**config.mk**
```make
export PLATFORM = sky130hd
export DESIGN_NAME = valu_mul_unit
export DESIGN_NICKNAME = d
export VERILOG_FILES = /design/src/valu_pkg.sv /design/src/valu_mul_unit.sv
export SDC_FILE = /design/constraint.sdc
export NUM_CORES = 2
export LEC_CHECK = 0
export BUFFER_PORTS_ARGS = -buffer_cell sky130_fd_sc_hd__buf_2
export CORE_MARGIN = 1.5
export CORE_UTILIZATION = 35
export DETAILED_ROUTE_END_ITERATION = 6
export GPL_TIMING_DRIVEN = 1
export PLACE_DENSITY = 0.6
export SLEW_MARGIN = 40
export SYNTH_ARGS = -nofsm -noshare
export SYNTH_HDL_FRONTEND = slang
export SYNTH_SLANG_ARGS = --single-unit
```
**constraint.sdc**
```tcl
create_clock -name vclk -period 18.9
set_input_delay 2.835 -clock vclk [all_inputs]
set_output_delay 2.835 -clock vclk [all_outputs]
set_load 0.05 [all_outputs]
```
**src/valu_pkg.sv**
```systemverilog
package valu_pkg;

	// Operand and result width
	localparam int VALU_DATA_W = 64;
	// Op code and function field width
	localparam int VALU_OP_W = 6;

	// Major op codes, only R_ALU executes in this stage
	typedef enum logic [VALU_OP_W-1:0] {
		LOAD      = 6'b100000,
		STORE     = 6'b100001,
		BRANCH_EZ = 6'b100010,
		BRANCH_NZ = 6'b100011,
		R_ALU     = 6'b101010,
		NOP       = 6'b111100
	} valu_opcode_e;

	// R-type function codes
	typedef enum logic [VALU_OP_W-1:0] {
		VNOP   = 6'd0,
		VAND   = 6'd1,
		VOR    = 6'd2,
		VXOR   = 6'd3,
		VNOT   = 6'd4,
		VMOV   = 6'd5,
		VADD   = 6'd6,
		VSUB   = 6'd7,
		VMULEU = 6'd8,
		VMULOU = 6'd9,
		VSLL   = 6'd10,
		VSRL   = 6'd11,
		VSRA   = 6'd12,
		VRTTH  = 6'd13,
		VDIV   = 6'd14,
		VMOD   = 6'd15,
		VSQEU  = 6'd16,
		VSQOU  = 6'd17,
		VSQRT  = 6'd18
	} valu_funct_e;

	// Lane width from the WW field
	typedef enum logic [1:0] {
		W8  = 2'b00,
		W16 = 2'b01,
		W32 = 2'b10,
		W64 = 2'b11
	} valu_width_e;

	// Compute unit steering
	typedef enum logic [1:0] {
		UNIT_NONE,
		UNIT_LOGIC,
		UNIT_ADDSUB,
		UNIT_MUL
	} valu_unit_e;

	// Raw request, code fields kept as plain instruction bits
	typedef struct packed {
		logic [VALU_OP_W-1:0]   op_code;
		logic [VALU_OP_W-1:0]   r_ins;
		valu_width_e            ww;
		logic [VALU_DATA_W-1:0] ra;
		logic [VALU_DATA_W-1:0] rb;
	} valu_req_t;

	// Decoded request
	typedef struct packed {
		valu_funct_e            funct;
		valu_width_e            ww;
		logic [VALU_DATA_W-1:0] ra;
		logic [VALU_DATA_W-1:0] rb;
		valu_unit_e             unit;
		logic                   illegal;
	} valu_issue_t;

	typedef struct packed {
		logic [VALU_DATA_W-1:0] data;
		logic                   illegal;
	} valu_resp_t;

endpackage
```
**src/valu_mul_unit.sv**
```systemverilog
`timescale 1ns/100ps

module valu_mul_unit import valu_pkg::*; (
	input  valu_issue_t             iss,
	output logic [VALU_DATA_W-1:0] result
);

	logic                   odd;
	logic [VALU_DATA_W-1:0] b_src;

	// Odd lanes for MULOU and SQOU, even otherwise
	assign odd   = iss.funct inside {VMULOU, VSQOU};
	// Squares reuse ra as second factor
	assign b_src = (iss.funct inside {VSQEU, VSQOU}) ? iss.ra : iss.rb;

	// Lane k counts from the MSB end
	// Source lane 2j+odd feeds double width output lane j
	always_comb begin
		result = '0;
		case (iss.ww)
			W8: begin
				// Four 8x8 products
				for (int j = 0; j < 4; j++) begin
					result[63-16*j -: 16] =
						16'(iss.ra[63-8*(2*j+int'(odd)) -: 8])
						* 16'(b_src[63-8*(2*j+int'(odd)) -: 8]);
				end
			end
			W16: begin
				// Two 16x16 products
				for (int j = 0; j < 2; j++) begin
					result[63-32*j -: 32] =
						32'(iss.ra[63-16*(2*j+int'(odd)) -: 16])
						* 32'(b_src[63-16*(2*j+int'(odd)) -: 16]);
				end
			end
			W32: begin
				// Single 32x32 product fills the word
				result = 64'(iss.ra[63-32*int'(odd) -: 32])
					* 64'(b_src[63-32*int'(odd) -: 32]);
			end
			// No 64-bit product, flagged at issue
			W64: result = '0;
			default: result = '0;
		endcase
	end

endmodule

```
# --- Word-level counts from Yosys, hierarchy flattened ---
# Cells that the tools add are included.
word_totals:
  ff_bits: 0
  elab_cells: 42
  out_inout_bits: 64
  inputBits: 139
classes:
  n_addsub: 10
  reduce_logical: 3
  n_shift: 14
  n_mux: 2
  n_eq_ne: 6
  n_mul: 7
ops:
  columns: ["op", "count"]
  rows:
  - ["71-bit by 8-bit variable part select with 8-bit output", 4]
  - ["64-bit one-hot mux with 4 select lines", 1]
  - ["95-bit by 7-bit variable part select with 32-bit output", 2]
  - ["79-bit by 32-bit variable part select with 16-bit output", 2]
  - ["79-bit by 7-bit variable part select with 16-bit output", 2]
  - ["71-bit by 32-bit variable part select with 8-bit output", 2]
  - ["71-bit by 7-bit variable part select with 8-bit output", 2]
  - ["16-bit by 16-bit multiplier with 32-bit output", 2]
  - ["32-bit by 32-bit multiplier with 64-bit output", 1]
  - ["8-bit by 8-bit multiplier with 16-bit output", 4]
  - ["64-bit 2-to-1 mux", 1]
  - ["7-bit by 32-bit subtractor with 32-bit output (first input constant)", 2]
  - ["6-bit by 7-bit subtractor with 8-bit output (first input constant)", 2]
  - ["6-bit by 5-bit == test with 1-bit output (second input constant)", 2]
  - ["3-bit by 1-bit adder with 4-bit output (first input constant)", 2]
  - ["6-bit by 4-bit subtractor with 7-bit output (first input constant)", 1]
  - ["6-bit by 5-bit subtractor with 7-bit output (first input constant)", 1]
  - ["6-bit by 6-bit subtractor with 7-bit output (first input constant)", 1]
  - ["6-bit by 4-bit == test with 1-bit output (second input constant)", 1]
  - ["2-bit == test (second input constant)", 2]
  - ["2-bit nonzero test", 2]
  - ["2-bit by 1-bit adder with 3-bit output (first input constant)", 1]
  - ["2-bit by 1-bit == test with 1-bit output (second input constant)", 1]
  - ["2-bit zero test", 1]

# --- Logic depth before layout (Yosys ltp) ---
logic_depth:
  ltp_word: 7
  ltp_mapped: 37
  ltp_nobuf: 32

# --- Least setup slack after synthesis ---
# Ideal clock, no wire load.
synth_timing:
  path_kind: "input-to-output"
  from: "input iss[138] (netlist bit)"
  to: "output result[63]"
  required_ps: 16065
  path_slack_ps: 4086
  arrival_time_ps: 11979
  cell_stages: 32
  n_path_buf: 5
  path_cell_list: "nor3_1 > nand3_1 > clkbuf_1 > clkbuf_1 > buf_1 > a21oi_1 > clkbuf_1 > nor2_1 > fa_1 > inv_1 > fa_1 > inv_1 > fa_1 > inv_1 > fa_1 > inv_1 > fa_1 > fa_1 > fa_1 > fa_1 > ha_1 > clkbuf_1 > and3_1 > nand3_1 > o22ai_1 > o31ai_1 > a21bo_2 > a21oi_1 > o21ai_1 > a31oi_1 > mux2i_1 > a311oi_1"
synth_between:
  elab_chain_len: 6
  word_cells_on_any_way: 19
  cone_classes: "add/sub: 3; mul: 3; eq/ne: 3; shift: 6; mux: 2; reduce/logical: 2"
synth_lines:
  columns: ["item", "line_no", "source"]
  rows:
  - ["start, declared", "valu_mul_unit.sv:4", "input valu_issue_t iss,"]
  - ["6-bit by 4-bit == test with 1-bit output, or another cell as far along", "valu_mul_unit.sv:12", "assign odd = iss.funct inside {VMULOU, VSQOU};"]
  - ["2-bit nonzero test (on tied branches)", "valu_mul_unit.sv:12, valu_mul_unit.sv:14", null]
  - ["6-bit by 6-bit subtractor with 7-bit output, or another cell as far along", "valu_mul_unit.sv:39, valu_mul_unit.sv:40", null]
  - ["95-bit by 7-bit variable part select with 32-bit output, or another cell as far along", "valu_mul_unit.sv:39", "result = 64'(iss.ra[63-32*int'(odd) -: 32])"]
  - ["32-bit by 32-bit multiplier with 64-bit output, or another cell as far along", "valu_mul_unit.sv:40", "* 64'(b_src[63-32*int'(odd) -: 32]);"]
  - ["64-bit one-hot mux with 4 select lines (*)", "valu_mul_unit.sv:20", "case (iss.ww)"]
  - ["end, declared", "valu_mul_unit.sv:5", "output logic [VALU_DATA_W-1:0] result"]
# Mark *: on every way between the ends. The rest lies on a longest branch, timed or not.

# --- Worst setup path in the final report ---
layout_timing:
  from: "input iss[138] (netlist bit)"
  to: "output result[45]"
layout_between:
  elab_chain_len: 7
  word_cells_on_any_way: 20
  cone_classes: "add/sub: 4; mul: 3; eq/ne: 3; shift: 6; mux: 2; reduce/logical: 2"
layout_lines:
  columns: ["item", "line_no", "source"]
  rows:
  - ["6-bit by 4-bit == test with 1-bit output or 6-bit by 5-bit == test with 1-bit output (tied branches)", "valu_mul_unit.sv:12, valu_mul_unit.sv:14", null]
  - ["2-bit nonzero test", "valu_mul_unit.sv:12", null]
  - ["2-bit by 1-bit adder with 3-bit output", "valu_mul_unit.sv:25, valu_mul_unit.sv:26", null]
  - ["7-bit by 32-bit subtractor with 32-bit output", "valu_mul_unit.sv:25, valu_mul_unit.sv:26", null]
  - ["71-bit by 32-bit variable part select with 8-bit output (on tied branches)", "valu_mul_unit.sv:25, valu_mul_unit.sv:26", null]
  - ["8-bit by 8-bit multiplier with 16-bit output", "valu_mul_unit.sv:26", "* 16'(b_src[63-8*(2*j+int'(odd)) -: 8]);"]
  - ["64-bit one-hot mux with 4 select lines (*)", "valu_mul_unit.sv:20", null]
# Marks and branches as above.

==> impl_metrics.toml <==
[hold_path]
hold_path.class = "in2out"

[placement]
io_buffers = 200
gp_congestion = 1.04
hpwl_mm = 199

[timing]
finalCritPeriodShare_pct = 89.6
max_freq_ghz = 0.0591
tns_ns = 0
period_needed_ns = 16.93
tightest_slew_ns = 0.932
finalSetupViolations = 0
slew_viol_final = 0
hold_viol = 0
grt_setup_unrepaired = "false"
relSlewSlack_pct = 37.9

[floorplanning]
rows = 152
die_height_um = 418
die_w_um = 418
pin_count = 203
dieArea_um2 = 175000
coreArea_um2 = 172000
initial_utilization_pct = 35.2

[global_routing]
antenna_found_initial = 28
grt_pass1_wl_mm = 356
grt_usage_pct = 27.7
grt_max_degree = 142
grt.overflow.total = 0
grt_pass1_vias = 54100

[drt]
viasPerCell = 5.26
route.detailed.drc = 0
totalWireLength_mm = 239
ant_nets = 0
first_iter_violations = 4552
routed-via-count = 51900
wl_per_cell_um = 24.2
dr.pass1.iters = 6

[setup_path]
slowest_stage = "a21o_2"
cp.required_ns = 16.07
start_kind = "input port"
cpPeakStageDelay_ns = 0.79
worstSetupPathType = "in2out"
cp.arrival_ns = 14.09
crit_fanout = 55
endpoint_kind = "output pin"
cpMostUsedCell = "fa_1"

[final_layout]
nets = 9719
syn_to_final_growth_pct = 7.33
flops_and_latches = 0
n_fill_cell = 17900
area.sequential_um2 = 0
multi_input_area_um2 = 53700
nClkBuffers = 0
drive_gt1_share_pct = 6.50

[yosys]
synth-seq-area-share_pct = 0
syn_area_um2 = 60400
avgSynthCellArea_um2 = 8.07
synth_area_leaders = "fa_1 (47%), ha_1 (13%), inv_1 (9.6%)"
synth_cell_type_count = 79
synth_common_cells = "inv_1 (1,544), fa_1 (1,428), nand2_1 (1,324)"
synth_most_common_cell = "inv_1"
syn_inst = 7485
yosysWarnings = 0
yosysTopAreaCellShare_pct = 47.3
synth_top_area_cell = "fa_1"
syn-num-nets = 9667

[clock_tree]
cts_setup_buffers = 0
hold_buffers = 0
cts_resized = 0

[job]
cap_viol_max_count = 0

[run_status]
status = "complete, no violations"
stage by stage:
| step | area [µm²] | utilization (%) | worst slack, ns | hold slack (ns) | std cells |
|---|---|---|---|---|---|
| after detailed placement | 64700 | 37.7 | 2.20 | 6.35 | 9845 |
| after global routing | 64800 | 37.8 | 1.64 | 6.38 | 9858 |
| after global placement | 64500 | 37.6 | 2.06 | 6.35 | 9843 |
| after CTS | 64700 | 37.7 | 2.15 | 6.36 | 9845 |
| final | 64800 | 37.8 | 1.97 | 6.35 | 9863 |
| after floorplan | 60400 | - | 4.09 | 6.12 | 7485 |
routing by layer:
metal  track usage [%]  part of all wire [%]  vias to the layer above  wire, µm
met4              20.4                   8.9                       14     21200
met2              42.5                    44                     2337    105000
met3              5.40                   8.4                      546     20100
met5                 0                 0.043                        -       103
met1              34.8                    39                    26300     92300
li1                  -                     -                    22700         -
cell usage in the layout (no fill, tap or decap), drive strengths merged, types with 87 or more instances in the layout:
cell,count
buf,374
xnor2,87
inv,1546
a21oi,322
fa,1428
ha,615
o21ai,155
a21o,99
and2,122
nand2,1324
nor2,934
worst paths after layout:
kind              depth (start not counted)  startpoint    endpoint
setup / recovery                         31    iss[138]  result[45]
hold / removal                            4    iss[132]  result[53]
worst max-delay path, delay by kind of cell:
kind            cells  cell delay (ns)
fa+ha+maj           9             4.39
xor+xnor            1             0.20
compound gates      7             2.97
buf+inv             8             1.40
simple gates        6             2.17
cell families after synthesis:
group / count (synthesis) / share of synthesized area, %
and+or+nand+nor: 2554 / 17.0
xor gates and xnor gates: 144 / 2.09
AOI/OAI and AO/OA: 857 / 8.89
buffers and inverters: 1871 / 11.7
muxes: 16 / 0.269
adders and majority gates: 2043 / 60.1
layout make-up:
cell class	count	share of cell area (%)
Antenna cell	18	0.0695
Inverter	1547	8.96
Multi-Input combinational cell	5614	82.9
Tap cell	2310	4.46
Timing Repair Buffer	374	3.61
