[config.mk]
export PLATFORM = sky130hd
export DESIGN_NAME = valu_addsub
export DESIGN_NICKNAME = d
export VERILOG_FILES = /design/src/valu_pkg.sv /design/src/valu_addsub.sv
export SDC_FILE = /design/constraint.sdc
export NUM_CORES = 1
export LEC_CHECK = 0
export ABC_AREA = 1
export BUFFER_PORTS_ARGS = -buffer_cell sky130_fd_sc_hd__buf_2
export CAP_MARGIN = 20
export CORE_ASPECT_RATIO = 0.6
export CORE_MARGIN = 5
export CORE_UTILIZATION = 43
export DETAILED_ROUTE_END_ITERATION = 10
export PLACE_DENSITY = 0.82
export SYNTH_ARGS = -nofsm -noshare
export SYNTH_HDL_FRONTEND = slang
export SYNTH_SLANG_ARGS = --single-unit
[constraint.sdc]
create_clock -name vclk -period 12.77
set_input_delay 1.277 -clock vclk [all_inputs]
set_output_delay 1.277 -clock vclk [all_outputs]
set_load 0.01 [all_outputs]
[src/valu_pkg.sv]
package valu_pkg;

	// Operand and result width
	localparam int VALU_DATA_W = 64;
	// Op code and function field width
	localparam int VALU_OP_W = 6;

	// Major op codes, only R_ALU executes in this stage
	typedef enum logic [VALU_OP_W-1:0] {
		LOAD      = 6'b100000,
		STORE     = 6'b100001,
		BRANCH_EZ = 6'b100010,
		BRANCH_NZ = 6'b100011,
		R_ALU     = 6'b101010,
		NOP       = 6'b111100
	} valu_opcode_e;

	// R-type function codes
	typedef enum logic [VALU_OP_W-1:0] {
		VNOP   = 6'd0,
		VAND   = 6'd1,
		VOR    = 6'd2,
		VXOR   = 6'd3,
		VNOT   = 6'd4,
		VMOV   = 6'd5,
		VADD   = 6'd6,
		VSUB   = 6'd7,
		VMULEU = 6'd8,
		VMULOU = 6'd9,
		VSLL   = 6'd10,
		VSRL   = 6'd11,
		VSRA   = 6'd12,
		VRTTH  = 6'd13,
		VDIV   = 6'd14,
		VMOD   = 6'd15,
		VSQEU  = 6'd16,
		VSQOU  = 6'd17,
		VSQRT  = 6'd18
	} valu_funct_e;

	// Lane width from the WW field
	typedef enum logic [1:0] {
		W8  = 2'b00,
		W16 = 2'b01,
		W32 = 2'b10,
		W64 = 2'b11
	} valu_width_e;

	// Compute unit steering
	typedef enum logic [1:0] {
		UNIT_NONE,
		UNIT_LOGIC,
		UNIT_ADDSUB,
		UNIT_MUL
	} valu_unit_e;

	// Raw request, code fields kept as plain instruction bits
	typedef struct packed {
		logic [VALU_OP_W-1:0]   op_code;
		logic [VALU_OP_W-1:0]   r_ins;
		valu_width_e            ww;
		logic [VALU_DATA_W-1:0] ra;
		logic [VALU_DATA_W-1:0] rb;
	} valu_req_t;

	// Decoded request
	typedef struct packed {
		valu_funct_e            funct;
		valu_width_e            ww;
		logic [VALU_DATA_W-1:0] ra;
		logic [VALU_DATA_W-1:0] rb;
		valu_unit_e             unit;
		logic                   illegal;
	} valu_issue_t;

	typedef struct packed {
		logic [VALU_DATA_W-1:0] data;
		logic                   illegal;
	} valu_resp_t;

endpackage
[src/valu_addsub.sv]
`timescale 1ns/100ps

module valu_addsub import valu_pkg::*; (
	input  valu_issue_t             iss,
	output logic [VALU_DATA_W-1:0] result
);

	// Byte segments of the carry chain
	localparam int SEG_W = 8;
	localparam int SEGS  = VALU_DATA_W / SEG_W;

	logic                   sub;
	logic [VALU_DATA_W-1:0] b_op;
	logic [2:0]             lane_mask;
	logic                   cy;
	logic [SEG_W:0]         seg_sum;

	// Operand prep
	always_comb begin
		sub  = (iss.funct == VSUB);
		// Two's complement subtract, the +1 comes in at each lane start
		b_op = sub ? ~iss.rb : iss.rb;
		// Segment index bits that stay inside one lane
		// W8 none, W16 bit 0, W32 bits 1:0, W64 bits 2:0
		lane_mask = {iss.ww == W64, iss.ww inside {W32, W64}, iss.ww != W8};
	end

	// Ripple across segments LSB first
	always_comb begin
		cy      = 1'b0;
		seg_sum = '0;
		result  = '0;
		for (int s = 0; s < SEGS; s++) begin
			// Lane start, kill incoming carry and inject sub
			if ((3'(s) & lane_mask) == 3'b000) begin
				cy = sub;
			end
			seg_sum = {1'b0, iss.ra[SEG_W*s +: SEG_W]}
				+ {1'b0, b_op[SEG_W*s +: SEG_W]}
				+ (SEG_W+1)'(cy);
			result[SEG_W*s +: SEG_W] = seg_sum[SEG_W-1:0];
			// Carry out, passed on only if the next segment is in the same lane
			cy = seg_sum[SEG_W];
		end
	end

endmodule

# Yosys cells after proc, flatten, opt, wreduce, memory -nomap -nowiden
# Cells that the tools add are included.
[totals]
register_bits = 0
in_bits = 139
[op_classes]
mux = 8
eq_ne = 3
addsub = 16
reduce_logical = 9
bitwise = 1
[op_table]
columns = ["cell", "n"]
rows = [
  ["two-way mux 64 bit", 1],
  ["NOT 64 bit", 1],
  ["adder 8 x 8 -> 9 bit", 7],
  ["adder 9 x 1 -> 9 bit", 7],
  ["zero test 3 bit", 7],
  ["adder 8 x 1 -> 8 bit", 1],
  ["adder 8 bit", 1],
  ["two-way mux 1 bit", 7],
  ["== test 6 x 3 -> 1 bit, second input constant", 1],
  ["== test 2 bit, second input constant", 2],
  ["nonzero test 2 bit", 2],
]

# Depth between registers and ports, before layout
[logic_depth]
depth_word = 18
mapped_depth = 56
depth_no_buf = 54

# Worst setup path before layout
# OpenSTA, ideal clock, no wires.
[synth_timing]
path_type = "input port to output port"
from = "input iss[135] (netlist bit)"
to = "output result[62]"
path_stages = 56
path_slack_ps = -485
arrival_time_ps = 11978
path_cell_list = "inv_1 -> nor2_2 -> nand3_4 -> buf_6 -> buf_12 -> xnor2_2 -> ha_1 -> nand3_1 -> nand2_1 -> nand4_1 -> nand3_1 -> o21ai_0 -> fa_1 -> fa_1 -> o21ai_1 -> nand4_1 -> nand3_1 -> o21ai_1 -> (+20 left out) -> o21ai_1 -> nand4_1 -> nand3_1 -> o21ai_0 -> fa_1 -> fa_1 -> o21ai_0 -> nand4_1 -> nand3_1 -> o21ai_0 -> fa_1 -> fa_1 -> o21ai_1 -> nand2_1 -> nand2_1 -> a21o_1 -> nand2_1 -> nand2_1"
[synth_between]
elab_chain_cells = 18
[synth_lines]
columns = ["item", "line", "source"]
rows = [
  ["start, declared", "valu_addsub.sv:4", "input valu_issue_t iss,"],
  ["== test 6 x 3 -> 1 bit (*)", "valu_addsub.sv:20", "sub = (iss.funct == VSUB);"],
  ["two-way mux 64 bit", "valu_addsub.sv:22", "b_op = sub ? ~iss.rb : iss.rb;"],
  ["adder 8 x 8 -> 9 bit", "valu_addsub.sv:39", "+ {1'b0, b_op[SEG_W*s +: SEG_W]}"],
  ["adder 9 x 1 -> 9 bit", "valu_addsub.sv:40", "+ (SEG_W+1)'(cy);"],
  ["two-way mux 1 bit", "valu_addsub.sv:35", "if ((3'(s) & lane_mask) == 3'b000) begin"],
  ["adder 9 x 1 -> 9 bit", "valu_addsub.sv:40", ""],
  ["two-way mux 1 bit", "valu_addsub.sv:35", ""],
  ["adder 9 x 1 -> 9 bit", "valu_addsub.sv:40", ""],
  ["(+2 left out)", "--", ""],
  ["two-way mux 1 bit", "valu_addsub.sv:35", ""],
  ["adder 9 x 1 -> 9 bit", "valu_addsub.sv:40", ""],
  ["two-way mux 1 bit", "valu_addsub.sv:35", ""],
  ["adder 9 x 1 -> 9 bit", "valu_addsub.sv:40", ""],
  ["two-way mux 1 bit", "valu_addsub.sv:35", ""],
  ["adder 9 x 1 -> 9 bit", "valu_addsub.sv:40", ""],
  ["two-way mux 1 bit", "valu_addsub.sv:35", ""],
  ["adder 8 x 1 -> 8 bit (*)", "valu_addsub.sv:40", ""],
  ["end, declared", "valu_addsub.sv:5", "output logic [VALU_DATA_W-1:0] result"],
]
# Every way passes the cells marked *; elsewhere a longest branch is shown, timed or not.

# Final worst setup path
[layout_timing]
from = "input iss[136] (netlist bit)"
to = "output result[62]"
# The elaborated chain is that of the path after synthesis.

==> results.md <==
* Compound-Gate Fraction of Synth Area at 0.123
* Peak supply drop at 0.0343 mV
* Mux cell area share after synthesis at 0
* Chip width at 128 um
* Comb pwr share at 1.000
* Largest net degree at the start of global routing at 24
* GRT Overall Usage at 0.201
* Critical path endpoint category: output port
* Crit Path Category: input port to output port
* Mapped Cells at 460
* Post-route cell area at 0.00514 mm2
* PortBufs at 200
* Share of layout cells above drive strength 1 at 0.479
* FF+latch area at 0 um2
* Global-route wire length before repair at 17.5 mm
* Data arrival time of the critical path at 11,130 ps
* Initial antenna violation count at 0
* CP max stage delay at ~420 ps
* Sw Pwr at ~0.00015 W
* Pre-antenna DRT Iters at 4
* Filler Cell Count at 690
* Simple-gate portion of the synthesized area at 0.159
* RSZ-0062 raised after global routing: true
* Clock buf count at 0
* Area Growth Syn to Fin at 43.8%
* Final setup violation count at 0
* Post-Syn Area at 0.00357 mm2
* Sequential power share at 0
* DR WL/cell at 14.1 um
* Static leakage at 3.05 nW
* Critical path endpoint: result[62]
* Fin Hold WS at 2880 ps
* CP Data Required Time at 11,490 ps
* Vias in the first global route at 3,957
* Max capacitance violation total at 0
* DRC violations left at 0
* Worst path most repeated cell: fa_2
* Post-Synth XOR/XNOR Area at 0.337
* Sw Share at 0.530
* Worst hold path class: input port to output port
* GP Congestion at 0.883
* Adder-Cell Fraction of Synth Area at 0.277
* Worst Max-Slew Pin Slew at 486 ps
* Seq Cell Count at 0
* DRT antenna net count at 0
* Top-area cell type share of the netlist area at 0.193
* Clk pwr share at 0
* Slowest cell on crit path: fa_2
* ANT cells at 0
* Multi-input logic area at 0.00334 mm2
* Full die area at between 0.01 and 0.015 mm2
* Syn nets at 669
* Synth area leader: ha_1
* Critical path peak fanout at 8
* Max Fclk at 80.6 MHz
* I/O Pins at 203
* Grt ovf at 0
* Final hold viol count at 0
* Status: completed
* Ranking of synthesized cells by area: ha_1 (19%), xnor2_2 (17%), nand2_1 (8.8%), xor2_1 (8.6%), fa_1 (8.4%)
* Die height at 80.6 um
* Row count at 25
* Drt via density at around 5
* Initial Util at 0.448
* Area of the core at 0.00798 mm2
* Relative slew slack at 0.676
* Synth warn at 0
* Synth cell types at 25
* Internal power at 0.000136 W
* Worst setup SP type: input port
* Register area share after synthesis at 0
* Tcrit/Tclk final at 0.971
* Nets at 913
* Final min period at roughly 12,000 ps
* Placed Area at 0.00488 mm2
* Slew Viols, Final at 0
* Largest family of logic cells by synthesized area: XOR/XNOR gates
* PwrDens at 56.3 mW/mm2
* Dpl hpwl at between 9 and 10 mm
* Final wirelength at 11.4 mm
* Detailed Route Iter0 Violations at 170
* Worst Setup SP: iss[136]
* Mean Syn Cell Area at 7.77 um2
* Total number of vias at 3,943
[final cells by class]
type                            count  area share
Inverter                           70      0.0511
Tap cell                          108      0.0263
Timing Repair Buffer              249       0.272
Multi-Input combinational cell    383       0.650
[timing repair]
action                                 4_1_cts  5_1_grt
endpoints found under the hold margin        0        0
hold buffers                                 0        0
resized for setup                           21       21
pin swaps                                   10       13
setup buffers                                6       11
setup endpoints to repair                    7        7
[kinds of logic after synthesis]
logic type      Yosys count
simple gates            130
xor+xnor                105
compound gates           78
buf+inv                  77
fa+ha+maj                70
[worst max-delay path, delay by kind of cell]
kind                     cells  cell delay [ps]
AO/OA/AOI/OAI               16             1920
adder cells (fa/ha/maj)     15             5360
buffers and inverters        3              410
AND/OR/NAND/NOR             22             2140
[routing by layer]
layer,track usage,vias to the layer above,share of wire
met5,0,-,0
met2,0.393,153,0.51
met4,0.0307,0,0.019
li1,-,1998,-
met3,0.0233,20,0.067
met1,0.240,1772,0.40
[worst min path at each step]
stage / from / endpoint / slack [ps] / depth (start not counted)
6_report: iss[67] / result[0] / 2880 / 4
5_1_grt: iss[67] / result[0] / 2930 / 4
4_1_cts: iss[67] / result[0] / 2870 / 4
3_5_place_dp: iss[67] / result[0] / 2870 / 4
3_3_place_gp: iss[67] / result[0] / 2860 / 4
2_1_floorplan: iss[67] / result[0] / 2680 / 2
[Yosys cell counts]
library cell / n
nand4_1: 9
xor2_1: 35
a21oi_1: 44
xnor2_1: 32
nand3_4: 1
buf_4: 1
nand3_1: 29
inv_1: 70
buf_12: 4
o21ai_0: 7
nor2_2: 2
nor3_1: 1
a31oi_1: 2
a21oi_2: 1
fa_1: 15
xnor2_2: 38
ha_1: 55
nor2_1: 4
o21bai_1: 2
o22ai_1: 1
a21o_1: 6
o21ai_1: 9
o21ai_2: 6
nand2_1: 84
buf_6: 2
[cells in the final DEF (no fill, tap or decap)]
cell type	count
buf_2	197
nand2_1	82
inv_1	68
ha_1	55
buf_4	46
a21oi_1	43
xnor2_2	38
xor2_1	35
xnor2_1	32
nand3_1	24
o21ai_2	20
fa_2	15
nand4_1	9
a21o_1	6
buf_6	6
nand3_2	5
nor2_1	4
inv_2	2
nor2_4	2
nand2_2	2
a31oi_1	2
o21bai_1	2
nand3_4	1
a21oi_4	1
o21ai_0	1
o21ai_1	1
a21oi_2	1
o22ai_1	1
nor3_1	1
[power groups by stage]
stage | Sequential [W] | Clock, W | Combinational, W
final | 0 | 0 | 0.000289
after global routing | 0 | 0 | 0.000318
after CTS | 0 | 0 | 0.000280
after detailed placement | 0 | 0 | 0.000273
after global placement | 0 | 0 | 0.000265
after floorplan | 0 | 0 | 0.000161
[through the flow]
stage	cells	util	total power [W]	setup TNS (ps)	worst slack (ps)
after floorplan	460	-	0.000161	0	43.1
after global routing	810	0.644	0.000318	-604	-203
after CTS	799	0.624	0.000280	0	19.7
after detailed placement	793	0.611	0.000273	-2950	-654
final	810	0.644	0.000289	0	367
after global placement	793	0.611	0.000265	-1550	-466
Power figures use the tool's default switching activity.
