### src/valu_pkg.sv
package valu_pkg;

	// Operand and result width
	localparam int VALU_DATA_W = 64;
	// Op code and function field width
	localparam int VALU_OP_W = 6;

	// Major op codes, only R_ALU executes in this stage
	typedef enum logic [VALU_OP_W-1:0] {
		LOAD      = 6'b100000,
		STORE     = 6'b100001,
		BRANCH_EZ = 6'b100010,
		BRANCH_NZ = 6'b100011,
		R_ALU     = 6'b101010,
		NOP       = 6'b111100
	} valu_opcode_e;

	// R-type function codes
	typedef enum logic [VALU_OP_W-1:0] {
		VNOP   = 6'd0,
		VAND   = 6'd1,
		VOR    = 6'd2,
		VXOR   = 6'd3,
		VNOT   = 6'd4,
		VMOV   = 6'd5,
		VADD   = 6'd6,
		VSUB   = 6'd7,
		VMULEU = 6'd8,
		VMULOU = 6'd9,
		VSLL   = 6'd10,
		VSRL   = 6'd11,
		VSRA   = 6'd12,
		VRTTH  = 6'd13,
		VDIV   = 6'd14,
		VMOD   = 6'd15,
		VSQEU  = 6'd16,
		VSQOU  = 6'd17,
		VSQRT  = 6'd18
	} valu_funct_e;

	// Lane width from the WW field
	typedef enum logic [1:0] {
		W8  = 2'b00,
		W16 = 2'b01,
		W32 = 2'b10,
		W64 = 2'b11
	} valu_width_e;

	// Compute unit steering
	typedef enum logic [1:0] {
		UNIT_NONE,
		UNIT_LOGIC,
		UNIT_ADDSUB,
		UNIT_MUL
	} valu_unit_e;

	// Raw request, code fields kept as plain instruction bits
	typedef struct packed {
		logic [VALU_OP_W-1:0]   op_code;
		logic [VALU_OP_W-1:0]   r_ins;
		valu_width_e            ww;
		logic [VALU_DATA_W-1:0] ra;
		logic [VALU_DATA_W-1:0] rb;
	} valu_req_t;

	// Decoded request
	typedef struct packed {
		valu_funct_e            funct;
		valu_width_e            ww;
		logic [VALU_DATA_W-1:0] ra;
		logic [VALU_DATA_W-1:0] rb;
		valu_unit_e             unit;
		logic                   illegal;
	} valu_issue_t;

	typedef struct packed {
		logic [VALU_DATA_W-1:0] data;
		logic                   illegal;
	} valu_resp_t;

endpackage
### src/valu_result_stage.sv
`timescale 1ns/100ps

module valu_result_stage import valu_pkg::*; (
	input  logic                   clk,
	input  logic                   arst_n,
	input  logic                   iss_valid,
	input  valu_issue_t            iss,
	input  logic [VALU_DATA_W-1:0] logic_result,
	input  logic [VALU_DATA_W-1:0] addsub_result,
	input  logic [VALU_DATA_W-1:0] mul_result,
	output logic                   out_valid,
	output valu_resp_t             out_resp
);

	valu_resp_t resp_next;

	// Unit mux, NONE and illegal give zero
	always_comb begin
		resp_next.illegal = iss.illegal;
		case (iss.unit)
			UNIT_LOGIC:  resp_next.data = logic_result;
			UNIT_ADDSUB: resp_next.data = addsub_result;
			UNIT_MUL:    resp_next.data = mul_result;
			default:     resp_next.data = '0;
		endcase
		if (iss.illegal) begin
			resp_next.data = '0;
		end
	end

	// Response register
	always_ff @(posedge clk or negedge arst_n) begin
		if (!arst_n) begin
			out_valid <= 1'b0;
			out_resp  <= '0;
		end else begin
			out_valid <= iss_valid;
			if (iss_valid) begin
				out_resp <= resp_next;
			end
		end
	end

	// Fixed one cycle from issue to response
	a_valid_latency: assert property (@(posedge clk) disable iff (!arst_n)
		1'b1 |=> (out_valid == $past(iss_valid)));

	// Illegal decode shows up as a zero response next cycle
	a_illegal_zero: assert property (@(posedge clk) disable iff (!arst_n)
		iss_valid && iss.illegal |=> out_resp.illegal && (out_resp.data == '0));

	// Issue must flag a 64-bit multiply or square
	a_mul_w64: assert property (@(posedge clk) disable iff (!arst_n)
		iss_valid && (iss.unit == UNIT_MUL) && (iss.ww == W64) |-> iss.illegal);

endmodule

### config.mk
export PLATFORM = sky130hd
export DESIGN_NAME = valu_result_stage
export DESIGN_NICKNAME = d
export VERILOG_FILES = /design/src/valu_pkg.sv /design/src/valu_result_stage.sv
export SDC_FILE = /design/constraint.sdc
export NUM_CORES = 1
export LEC_CHECK = 0
export BUFFER_PORTS_ARGS = -buffer_cell sky130_fd_sc_hd__buf_4
export CAP_MARGIN = 15
export CELL_PAD_IN_SITES_DETAIL_PLACEMENT = 1
export CELL_PAD_IN_SITES_GLOBAL_PLACEMENT = 1
export CORE_AREA = 2 2 155 157
export DETAILED_ROUTE_END_ITERATION = 7
export DIE_AREA = 0 0 157 159
export PLACE_DENSITY = 0.62
export SYNTH_ARGS = -nofsm -noshare
export SYNTH_HDL_FRONTEND = slang
export SYNTH_SLANG_ARGS = --single-unit
### constraint.sdc
create_clock -name clk -period 1.6 [get_ports clk]
set_input_delay 0.24 -clock clk [delete_from_list [all_inputs] [get_ports clk]]
set_output_delay 0.24 -clock clk [all_outputs]
set_load 0.01 [all_outputs]
# After elaboration in Yosys (flattened, before gate mapping)
# Cells that the tools add are included.
[totals]
out_inout_bits = 66
input_bits = 334
reg_bits = 66
word_cells = 8
[op_classes]
n_eq_ne = 3
muxes = 2
[ops]
columns = ["operator", "n"]
rows = [
  ["case mux 64 bit (3 select lines)", 1],
  ["two-way mux 64 bit", 1],
  ["equality test 2 bit, second input constant", 2],
  ["equality test 2 x 1 -> 1 bit, second input constant", 1],
]

# Longest topological paths before layout
# Gate-level depths: netlist of run 1.
[depth]
word_depth = 3
ltp_mapped = 6
ltp_nobuf = 3

# Least setup slack after synthesis of run 1
# OpenSTA, ideal clock, no wires.
[synth_path]
path_kind = "input to register"
from = "input iss[2] (netlist name)"
to = "register out_resp[10] (netlist name)"
arrival_ns = 1.135
slack_ns = 0.370
cell_stages = 6
setup_ns = 0.095
t_required_ns = 1.505
cell_sequence = "buf_4 -> buf_12 -> buf_12 -> mux2i_1 -> and2_1 -> o32ai_2"
[synth_via]
elab_chain_len = 3
elab_cells_between_ends = 5
[synth_rtl]
columns = ["item", "line_no", "text"]
rows = [
  ["start: declaration", "valu_result_stage.sv:7", "input valu_issue_t iss,"],
  ["equality test 2 bit or equality test 2 x 1 -> 1 bit (tied branches)", "valu_result_stage.sv:20", "case (iss.unit)"],
  ["case mux 64 bit (3 select lines) *", "valu_result_stage.sv:20", ""],
  ["two-way mux 64 bit *", "valu_result_stage.sv:26", "if (iss.illegal) begin"],
  ["end signal: assignment", "valu_result_stage.sv:39", "out_resp <= resp_next;"],
  ["end: declaration", "valu_result_stage.sv:12", "output valu_resp_t out_resp"],
]
# Every way passes the cells marked *; elsewhere a longest branch is shown, timed or not.
# A chain may end at the register's enable or synchronous reset.

# Worst setup path after layout of run 1
[layout_path]
from = "register out_resp[59] (netlist name)"
to = "output out_resp[59] (netlist name)"
# No word-level cell between the ends.

==> results.sh, run 1 <==
export IMPL_setup_viol=0
export IMPL_worstMarginPinSlew_ns=0.447
export IMPL_required_ns=1.36
export IMPL_ir_worst_vdd_mv=0.396
export IMPL_yosys_warnings=0
export IMPL_hold_depth=2
export IMPL_grt_use_total=0.133
export IMPL_num_rows=56
export IMPL_p_clk_frac=0.374
export IMPL_synth_cell_types=16
export IMPL_insertion_delay_ns=0.33
export IMPL_dieWidth_um=157
export IMPL_cellLeakagePower_nw=3.46
export IMPL_p_switching_mw=1.55
export IMPL_synthTopCellsByArea="dfrtp_1 (37%), o32ai_2 (18%), mux2i_1 (14%)"
export IMPL_ys_ff_latch=66
export IMPL_syn_num_nets=765
export IMPL_areaGrowthSynthToFinish_pct=59.7
export IMPL_pre_cts_slack_ns=0.139
export IMPL_fillers=2653
export IMPL_hold_path_class="in2reg"
export IMPL_portBuffers=263
export IMPL_vias=4240
export IMPL_cts_buffer_depth=2
export IMPL_synth_edf_count=0
export IMPL_avgSynthCellArea_um2=10.5
export IMPL_rrSetupSlack_ns=0.86
export IMPL_r2r_end="out_resp[0]$_DFFE_PN0P_"
export IMPL_drc=0
export IMPL_synth_top_area_share=0.366
export IMPL_die_y_um=159
export IMPL_drt_total_wl_um=16900
export IMPL_overflow=0
export IMPL_htreeDepth=3
export IMPL_detail_route_iter0_violations=103
export IMPL_cp_max_fo=2
export IMPL_die_area_um2=25000
export IMPL_whs_endpoint="out_resp[0]$_DFFE_PN0P_"
export IMPL_ys_seq_area_frac=0.366
export IMPL_via_per_inst=4.19
export IMPL_synth_top_cells_by_count="dfrtp_1 (66), inv_1 (65), a21oi_1 (64), mux2i_1 (64), and2_1 (60)"
export IMPL_synth_top_area_cell="dfrtp_1"
export IMPL_grt_pass1_wl_um=26100
export IMPL_fin_skew_ns=0
export IMPL_critical_path_arrival_ns=0.90
export IMPL_drv_slew=0
export IMPL_coreArea_um2=23200
export IMPL_syn_instance_count=431
export IMPL_async_flop_share=1.00
export IMPL_clk_pin_slew_ns=0.06
export IMPL_ys_flop_type="dfrtp_1"
export IMPL_fin_crit_ns=1.14
export IMPL_gp_congestion=0.718
export IMPL_p_total_mw=5.47
export IMPL_p_per_area_nw_per_um2=758
export IMPL_cts_setup_buffers=0
export IMPL_seq_power_share=0.345
export IMPL_ant_nets=0
export IMPL_status="completed"
export IMPL_synth_most_common_cell="dfrtp_1"
export IMPL_critPathLaunchType="flip-flop"
export IMPL_period_share=0.715
export IMPL_reg2reg_from="out_resp[0]$_DFFE_PN0P_"
export IMPL_critPathBufInv=1
export IMPL_dp_hpwl_um=12900
export IMPL_numCtsBuffers=9
export IMPL_root_buffer="clkbuf_16"
export IMPL_setup_ws_ns=0.457
export IMPL_antenna_found_initial=0
export IMPL_cp_cell_sequence="buf_4"
export IMPL_final_nets=1021
export IMPL_cap_violations=0
export IMPL_drt_first_pass_iters=4
export IMPL_drive_gt1_frac=0.512
export IMPL_synth_area_um2=4520
export IMPL_rsz0062_at_grt="no"
export IMPL_wire_per_inst_um=16.7
export IMPL_grt_start_max_net_pins=82
export IMPL_reg2reg_depth=1
export IMPL_cp_slowest_cell="dfrtp_1"
export IMPL_crit_type="reg2out"
export IMPL_cp_end_kind="output pin"
export IMPL_p_comb_frac=0.281
export IMPL_max_freq_mhz=875
export IMPL_hold_slack_ns=0.152
export IMPL_finalNonFillerCells=1011
export IMPL_n_antenna_cell=0
export IMPL_cts_sinks=66
export IMPL_start_util=0.195
export IMPL_ios=400
export IMPL_cts_tree="built"
export IMPL_placed_cells=994
export IMPL_slowest_delay_ns=0.41
export IMPL_slew_limit_headroom=0.702
export IMPL_intPower_mw=3.92
export IMPL_hold_start="iss[0]"
export IMPL_crit_family="flip-flops"
export IMPL_grt_pass1_vias=4663
export IMPL_final_hold_viol_count=0
export IMPL_power_switching_share=0.284
export IMPL_fin_setup_tns_ns=0
==> power groups by stage <==
| stage | clock [mW] | combinational (mW) | sequential, mW |
|---|---|---|---|
| after detailed placement | 0 | 1.57 | 1.92 |
| after floorplan | 0 | 0.666 | 1.97 |
| after CTS | 2.14 | 1.58 | 1.89 |
| after global placement | 0 | 1.56 | 1.91 |
| final | 2.04 | 1.54 | 1.89 |
| after global routing | 2.21 | 1.69 | 1.91 |
==> cells by family after synthesis <==
group,count (synthesis),share of synthesized area
buffers and inverters,107,0.121
flip-flops,66,0.366
multiplexers,65,0.144
AND/OR/NAND/NOR,64,0.0886
AO/OA/AOI/OAI,129,0.281
==> worst max path at each step <==
stage	start	end	slack [ns]	cells after the start
after floorplan	iss[2]	out_resp[10]$_DFFE_PN0P_	0.37	6
after global placement	iss[2]	out_resp[58]$_DFFE_PN0P_	0.15	5
after detailed placement	iss[2]	out_resp[58]$_DFFE_PN0P_	0.14	5
after CTS	out_resp[59]$_DFFE_PN0P_	out_resp[59]	0.43	1
after global routing	out_resp[59]$_DFFE_PN0P_	out_resp[59]	0.42	1
final	out_resp[59]$_DFFE_PN0P_	out_resp[59]	0.46	1
==> cell usage in the layout (no fill, tap or decap), types with 2 or more instances in the layout <==
cell	instances
buf_4	275
a21oi_1	64
and2_0	4
clkbuf_16	9
o32ai_1	14
dfrtp_1	66
o32ai_2	50
and2_1	60
buf_12	10
clkinv_2	2
inv_1	65
mux2i_1	64
==> flip-flops by register name, indices dropped and copies added (netlist names) <==
signal	flops
out_resp	65
out_valid	1
==> routing by layer <==
layer,vias to the layer above,share of wire,global-route usage
li1,2040,-,-
met1,2023,0.46,0.177
met2,169,0.45,0.213
met3,8,0.083,0.0408
met4,0,0.0077,0.0288
met5,-,0,0
==> timing repair <==
item	CTS	global route
endpoints found under the hold margin	20	0
gates resized for setup	0	0
hold buffers	1	0
==> area by class of cell <==
cell class / count / area, um^2 / area share
clock buffers: 10 / 239 / 0.0331
clock inverters: 6 / 65.1 / 0.00902
inverters: 65 / 244 / 0.0338
multi-input cells: 258 / 2330 / 0.323
flip-flops and latches: 66 / 1650 / 0.229
well taps: 319 / 399 / 0.0553
repair buffers: 287 / 2290 / 0.317
==> per-stage QoR <==
stage / cell area (um^2) / utilization
after floorplan: 4520 / -
final: 7210 / 0.311
after global placement: 6900 / 0.298
after detailed placement: 6900 / 0.298
after global routing: 7210 / 0.311
after CTS: 7210 / 0.311
Note: power is estimated with default switching activity, not from simulation.
==> inputs of run 2 (changes only) <==
ABC_AREA = 1   (was unset)
CORE_AREA = 2 2 157 159   (was 2 2 155 157)
DIE_AREA = 0 0 159 161   (was 0 0 157 159)
PLACE_DENSITY = 0.65   (was 0.62)
clock period = 0.98 ns   (was 1.6 ns; I/O delays follow)
==> run 2 against run 1 <==
Net effect:
- the run now ends with setup timing left
- combinational power increased by 55%
- hold slack got worse by 0.11 ns
- critical endpoint is now out_resp[49]
- setup slack got worse by 0.50 ns
- flip-flop and latch count unchanged
==> results.sh, run 2 <==
export IMPL_status="complete, but fails checks"
export IMPL_violations="setup timing"
export IMPL_dp_hpwl_um=14300
export IMPL_rsz0062_at_grt="yes"
export IMPL_p_per_area_nw_per_um2=1250
export IMPL_ys_seq_area_frac=0.417
export IMPL_whs_endpoint="out_valid$_DFF_PN0_"
export IMPL_syn_instance_count=575
export IMPL_async_flop_share=1.00
export IMPL_reg2reg_depth=4
export IMPL_hold_start="iss_valid"
export IMPL_ys_flop_type="dfrtp_1"
export IMPL_period_share=1.05
export IMPL_placed_cells=1135
export IMPL_crit_family="flip-flops"
export IMPL_coreArea_um2=24000
export IMPL_synth_cell_types=9
export IMPL_ant_nets=0
export IMPL_clk_pin_slew_ns=0.06
export IMPL_synth_top_cells_by_count="nand3_1 (256), nand2_1 (193), dfrtp_1 (66)"
export IMPL_dieWidth_um=159
export IMPL_slew_limit_headroom=0.731
export IMPL_vias=5142
export IMPL_synth_most_common_cell="nand3_1"
export IMPL_drt_first_pass_iters=4
export IMPL_yosys_warnings=0
export IMPL_largest_reg_flops=65
export IMPL_insertion_delay_ns=0.33
export IMPL_crit_type="reg2out"
export IMPL_hold_depth=2
export IMPL_reg2reg_from="out_resp[41]$_DFFE_PN0P_"
export IMPL_final_nets=1189
export IMPL_drv_slew=0
export IMPL_setup_viol=65
export IMPL_cp_cell_sequence="buf_6"
export IMPL_cts_tree="built"
export IMPL_cp_max_fo=2
export IMPL_synth_area_um2=3960
export IMPL_drive_gt1_frac=0.398
export IMPL_avgSynthCellArea_um2=6.88
export IMPL_final_common_cell="nand3_1"
export IMPL_synth_top_area_share=0.417
export IMPL_hold_path_class="in2reg"
export IMPL_r2r_end="out_resp[41]$_DFFE_PN0P_"
export IMPL_required_ns=0.83
export IMPL_wire_per_inst_um=16.3
export IMPL_root_buffer="clkbuf_16"
export IMPL_htreeDepth=3
export IMPL_final_cell_mix="nand3_1 (256), buf_4 (242), nand2_1 (193)"
export IMPL_synth_top_area_cell="dfrtp_1"
export IMPL_synth_edf_count=0
export IMPL_grt_pass1_wl_um=30600
export IMPL_antenna_found_initial=2
export IMPL_drt_total_wl_um=19300
export IMPL_cap_violations=0
export IMPL_drc=0
export IMPL_grt_pass1_vias=5460
export IMPL_num_rows=57
export IMPL_overflow=0
export IMPL_max_freq_mhz=976
export IMPL_ys_ff_latch=66
export IMPL_gp_congestion=0.769
export IMPL_slowest_delay_ns=0.41
export IMPL_final_hold_viol_count=0
export IMPL_ir_worst_vdd_mv=0.451
export IMPL_setup_ws_ns=-0.0445
export IMPL_detail_route_iter0_violations=251
export IMPL_cts_buffer_depth=2
export IMPL_critPathLaunchType="flip-flop"
export IMPL_ios=400
export IMPL_cellLeakagePower_nw=3.82
export IMPL_start_util=0.165
export IMPL_critPathBufInv=1
export IMPL_fin_skew_ns=0
export IMPL_rrSetupSlack_ns=0.13
export IMPL_worstMarginPinSlew_ns=0.403
export IMPL_syn_num_nets=909
export IMPL_fin_crit_ns=1.02
export IMPL_n_antenna_cell=0
export IMPL_via_per_inst=4.34
export IMPL_die_area_um2=25600
export IMPL_top_regs="out_resp (65), out_valid (1)"
export IMPL_cp_slowest_cell="dfrtp_1"
export IMPL_areaGrowthSynthToFinish_pct=83.9
export IMPL_portBuffers=263
export IMPL_finalNonFillerCells=1184
export IMPL_grt_use_total=0.152
export IMPL_largest_register="out_resp"
export IMPL_crit_cells=1
export IMPL_numCtsBuffers=9
export IMPL_cp_end_kind="output pin"
export IMPL_synthTopCellsByArea="dfrtp_1 (42%), nand3_1 (32%), nand2_1 (18%)"
export IMPL_cts_sinks=66
export IMPL_die_y_um=161
export IMPL_fin_util=0.304
export IMPL_critical_path_arrival_ns=0.88
export IMPL_grt_start_max_net_pins=67
[run 2: changes by cell type after synthesis, moves of 6 or more]
cell	change
buf_1	-8
o32ai_2	-50
mux2i_1	-64
o32ai_1	-14
and2_1	-60
a21oi_1	-64
nand2_1	+193
nand3_1	+256
buf_2	+36
buf_12	-6
inv_1	-62
[run 2: cell type report]
cell class / count / area, um^2
Inverter: 4 / 15.0
Clock inverter: 6 / 88.8
Fill cell: 2944 / 16700
Timing Repair Buffer: 323 / 2850
Clock buffer: 10 / 239
Sequential cell: 66 / 1650
Tap cell: 324 / 405
Multi-Input combinational cell: 451 / 2030
[run 2: how the worst max path moves through the flow]
stage,start,end,slack (ns)
after CTS,out_resp[49]$_DFFE_PN0P_,out_resp[49],-0.07
final,out_resp[49]$_DFFE_PN0P_,out_resp[49],-0.04
after global placement,iss[1],out_resp[50]$_DFFE_PN0P_,-0.22
after detailed placement,iss[1],out_resp[45]$_DFFE_PN0P_,-0.23
after floorplan,iss[1],out_resp[50]$_DFFE_PN0P_,0.09
after global routing,out_resp[0]$_DFFE_PN0P_,out_resp[0],-0.08
[run 2: routing by layer]
metal,up-vias,part of all wire,track usage
met2,190,0.46,0.241
met1,2441,0.43,0.192
met3,14,0.099,0.0619
li1,2493,-,-
met5,-,0.0013,0
met4,4,0.0095,0.0393
[run 2: where the power goes]
part           leakage, nW  internal, mW  switching [mW]
logic                 2.78          1.33            1.06
registers            0.886          2.91           0.138
clock network        0.155          2.30            1.34
total                 3.82          6.55            2.54
[run 2: cells by family after synthesis]
group,synth area share
AOI/OAI and AO/OA,0.00601
buffers and inverters,0.0702
DFF,0.417
and+or+nand+nor,0.507
[run 2: timing repair]
action	CTS	global route
gates resized for setup	66	0
setup buffers	19	13
pin swaps	0	0
endpoints found under the hold margin	66	0
endpoints found under the setup margin	66	66
hold buffers	1	0
[run 2: through the flow]
step                setup WS (ns)  cell area [um^2]  hold WS [ns]  total power, mW  setup TNS, ns
floorplan                  0.0894              3960        -0.149             3.86              0
global route              -0.0784              7280        0.0269             9.59          -3.61
detailed placement         -0.233              6450         0.201             5.25          -9.26
global placement           -0.222              6450         0.195             5.23          -8.62
finish                    -0.0445              7280        0.0389             9.08          -1.30
CTS                       -0.0712              7180        0.0163             9.21          -2.87
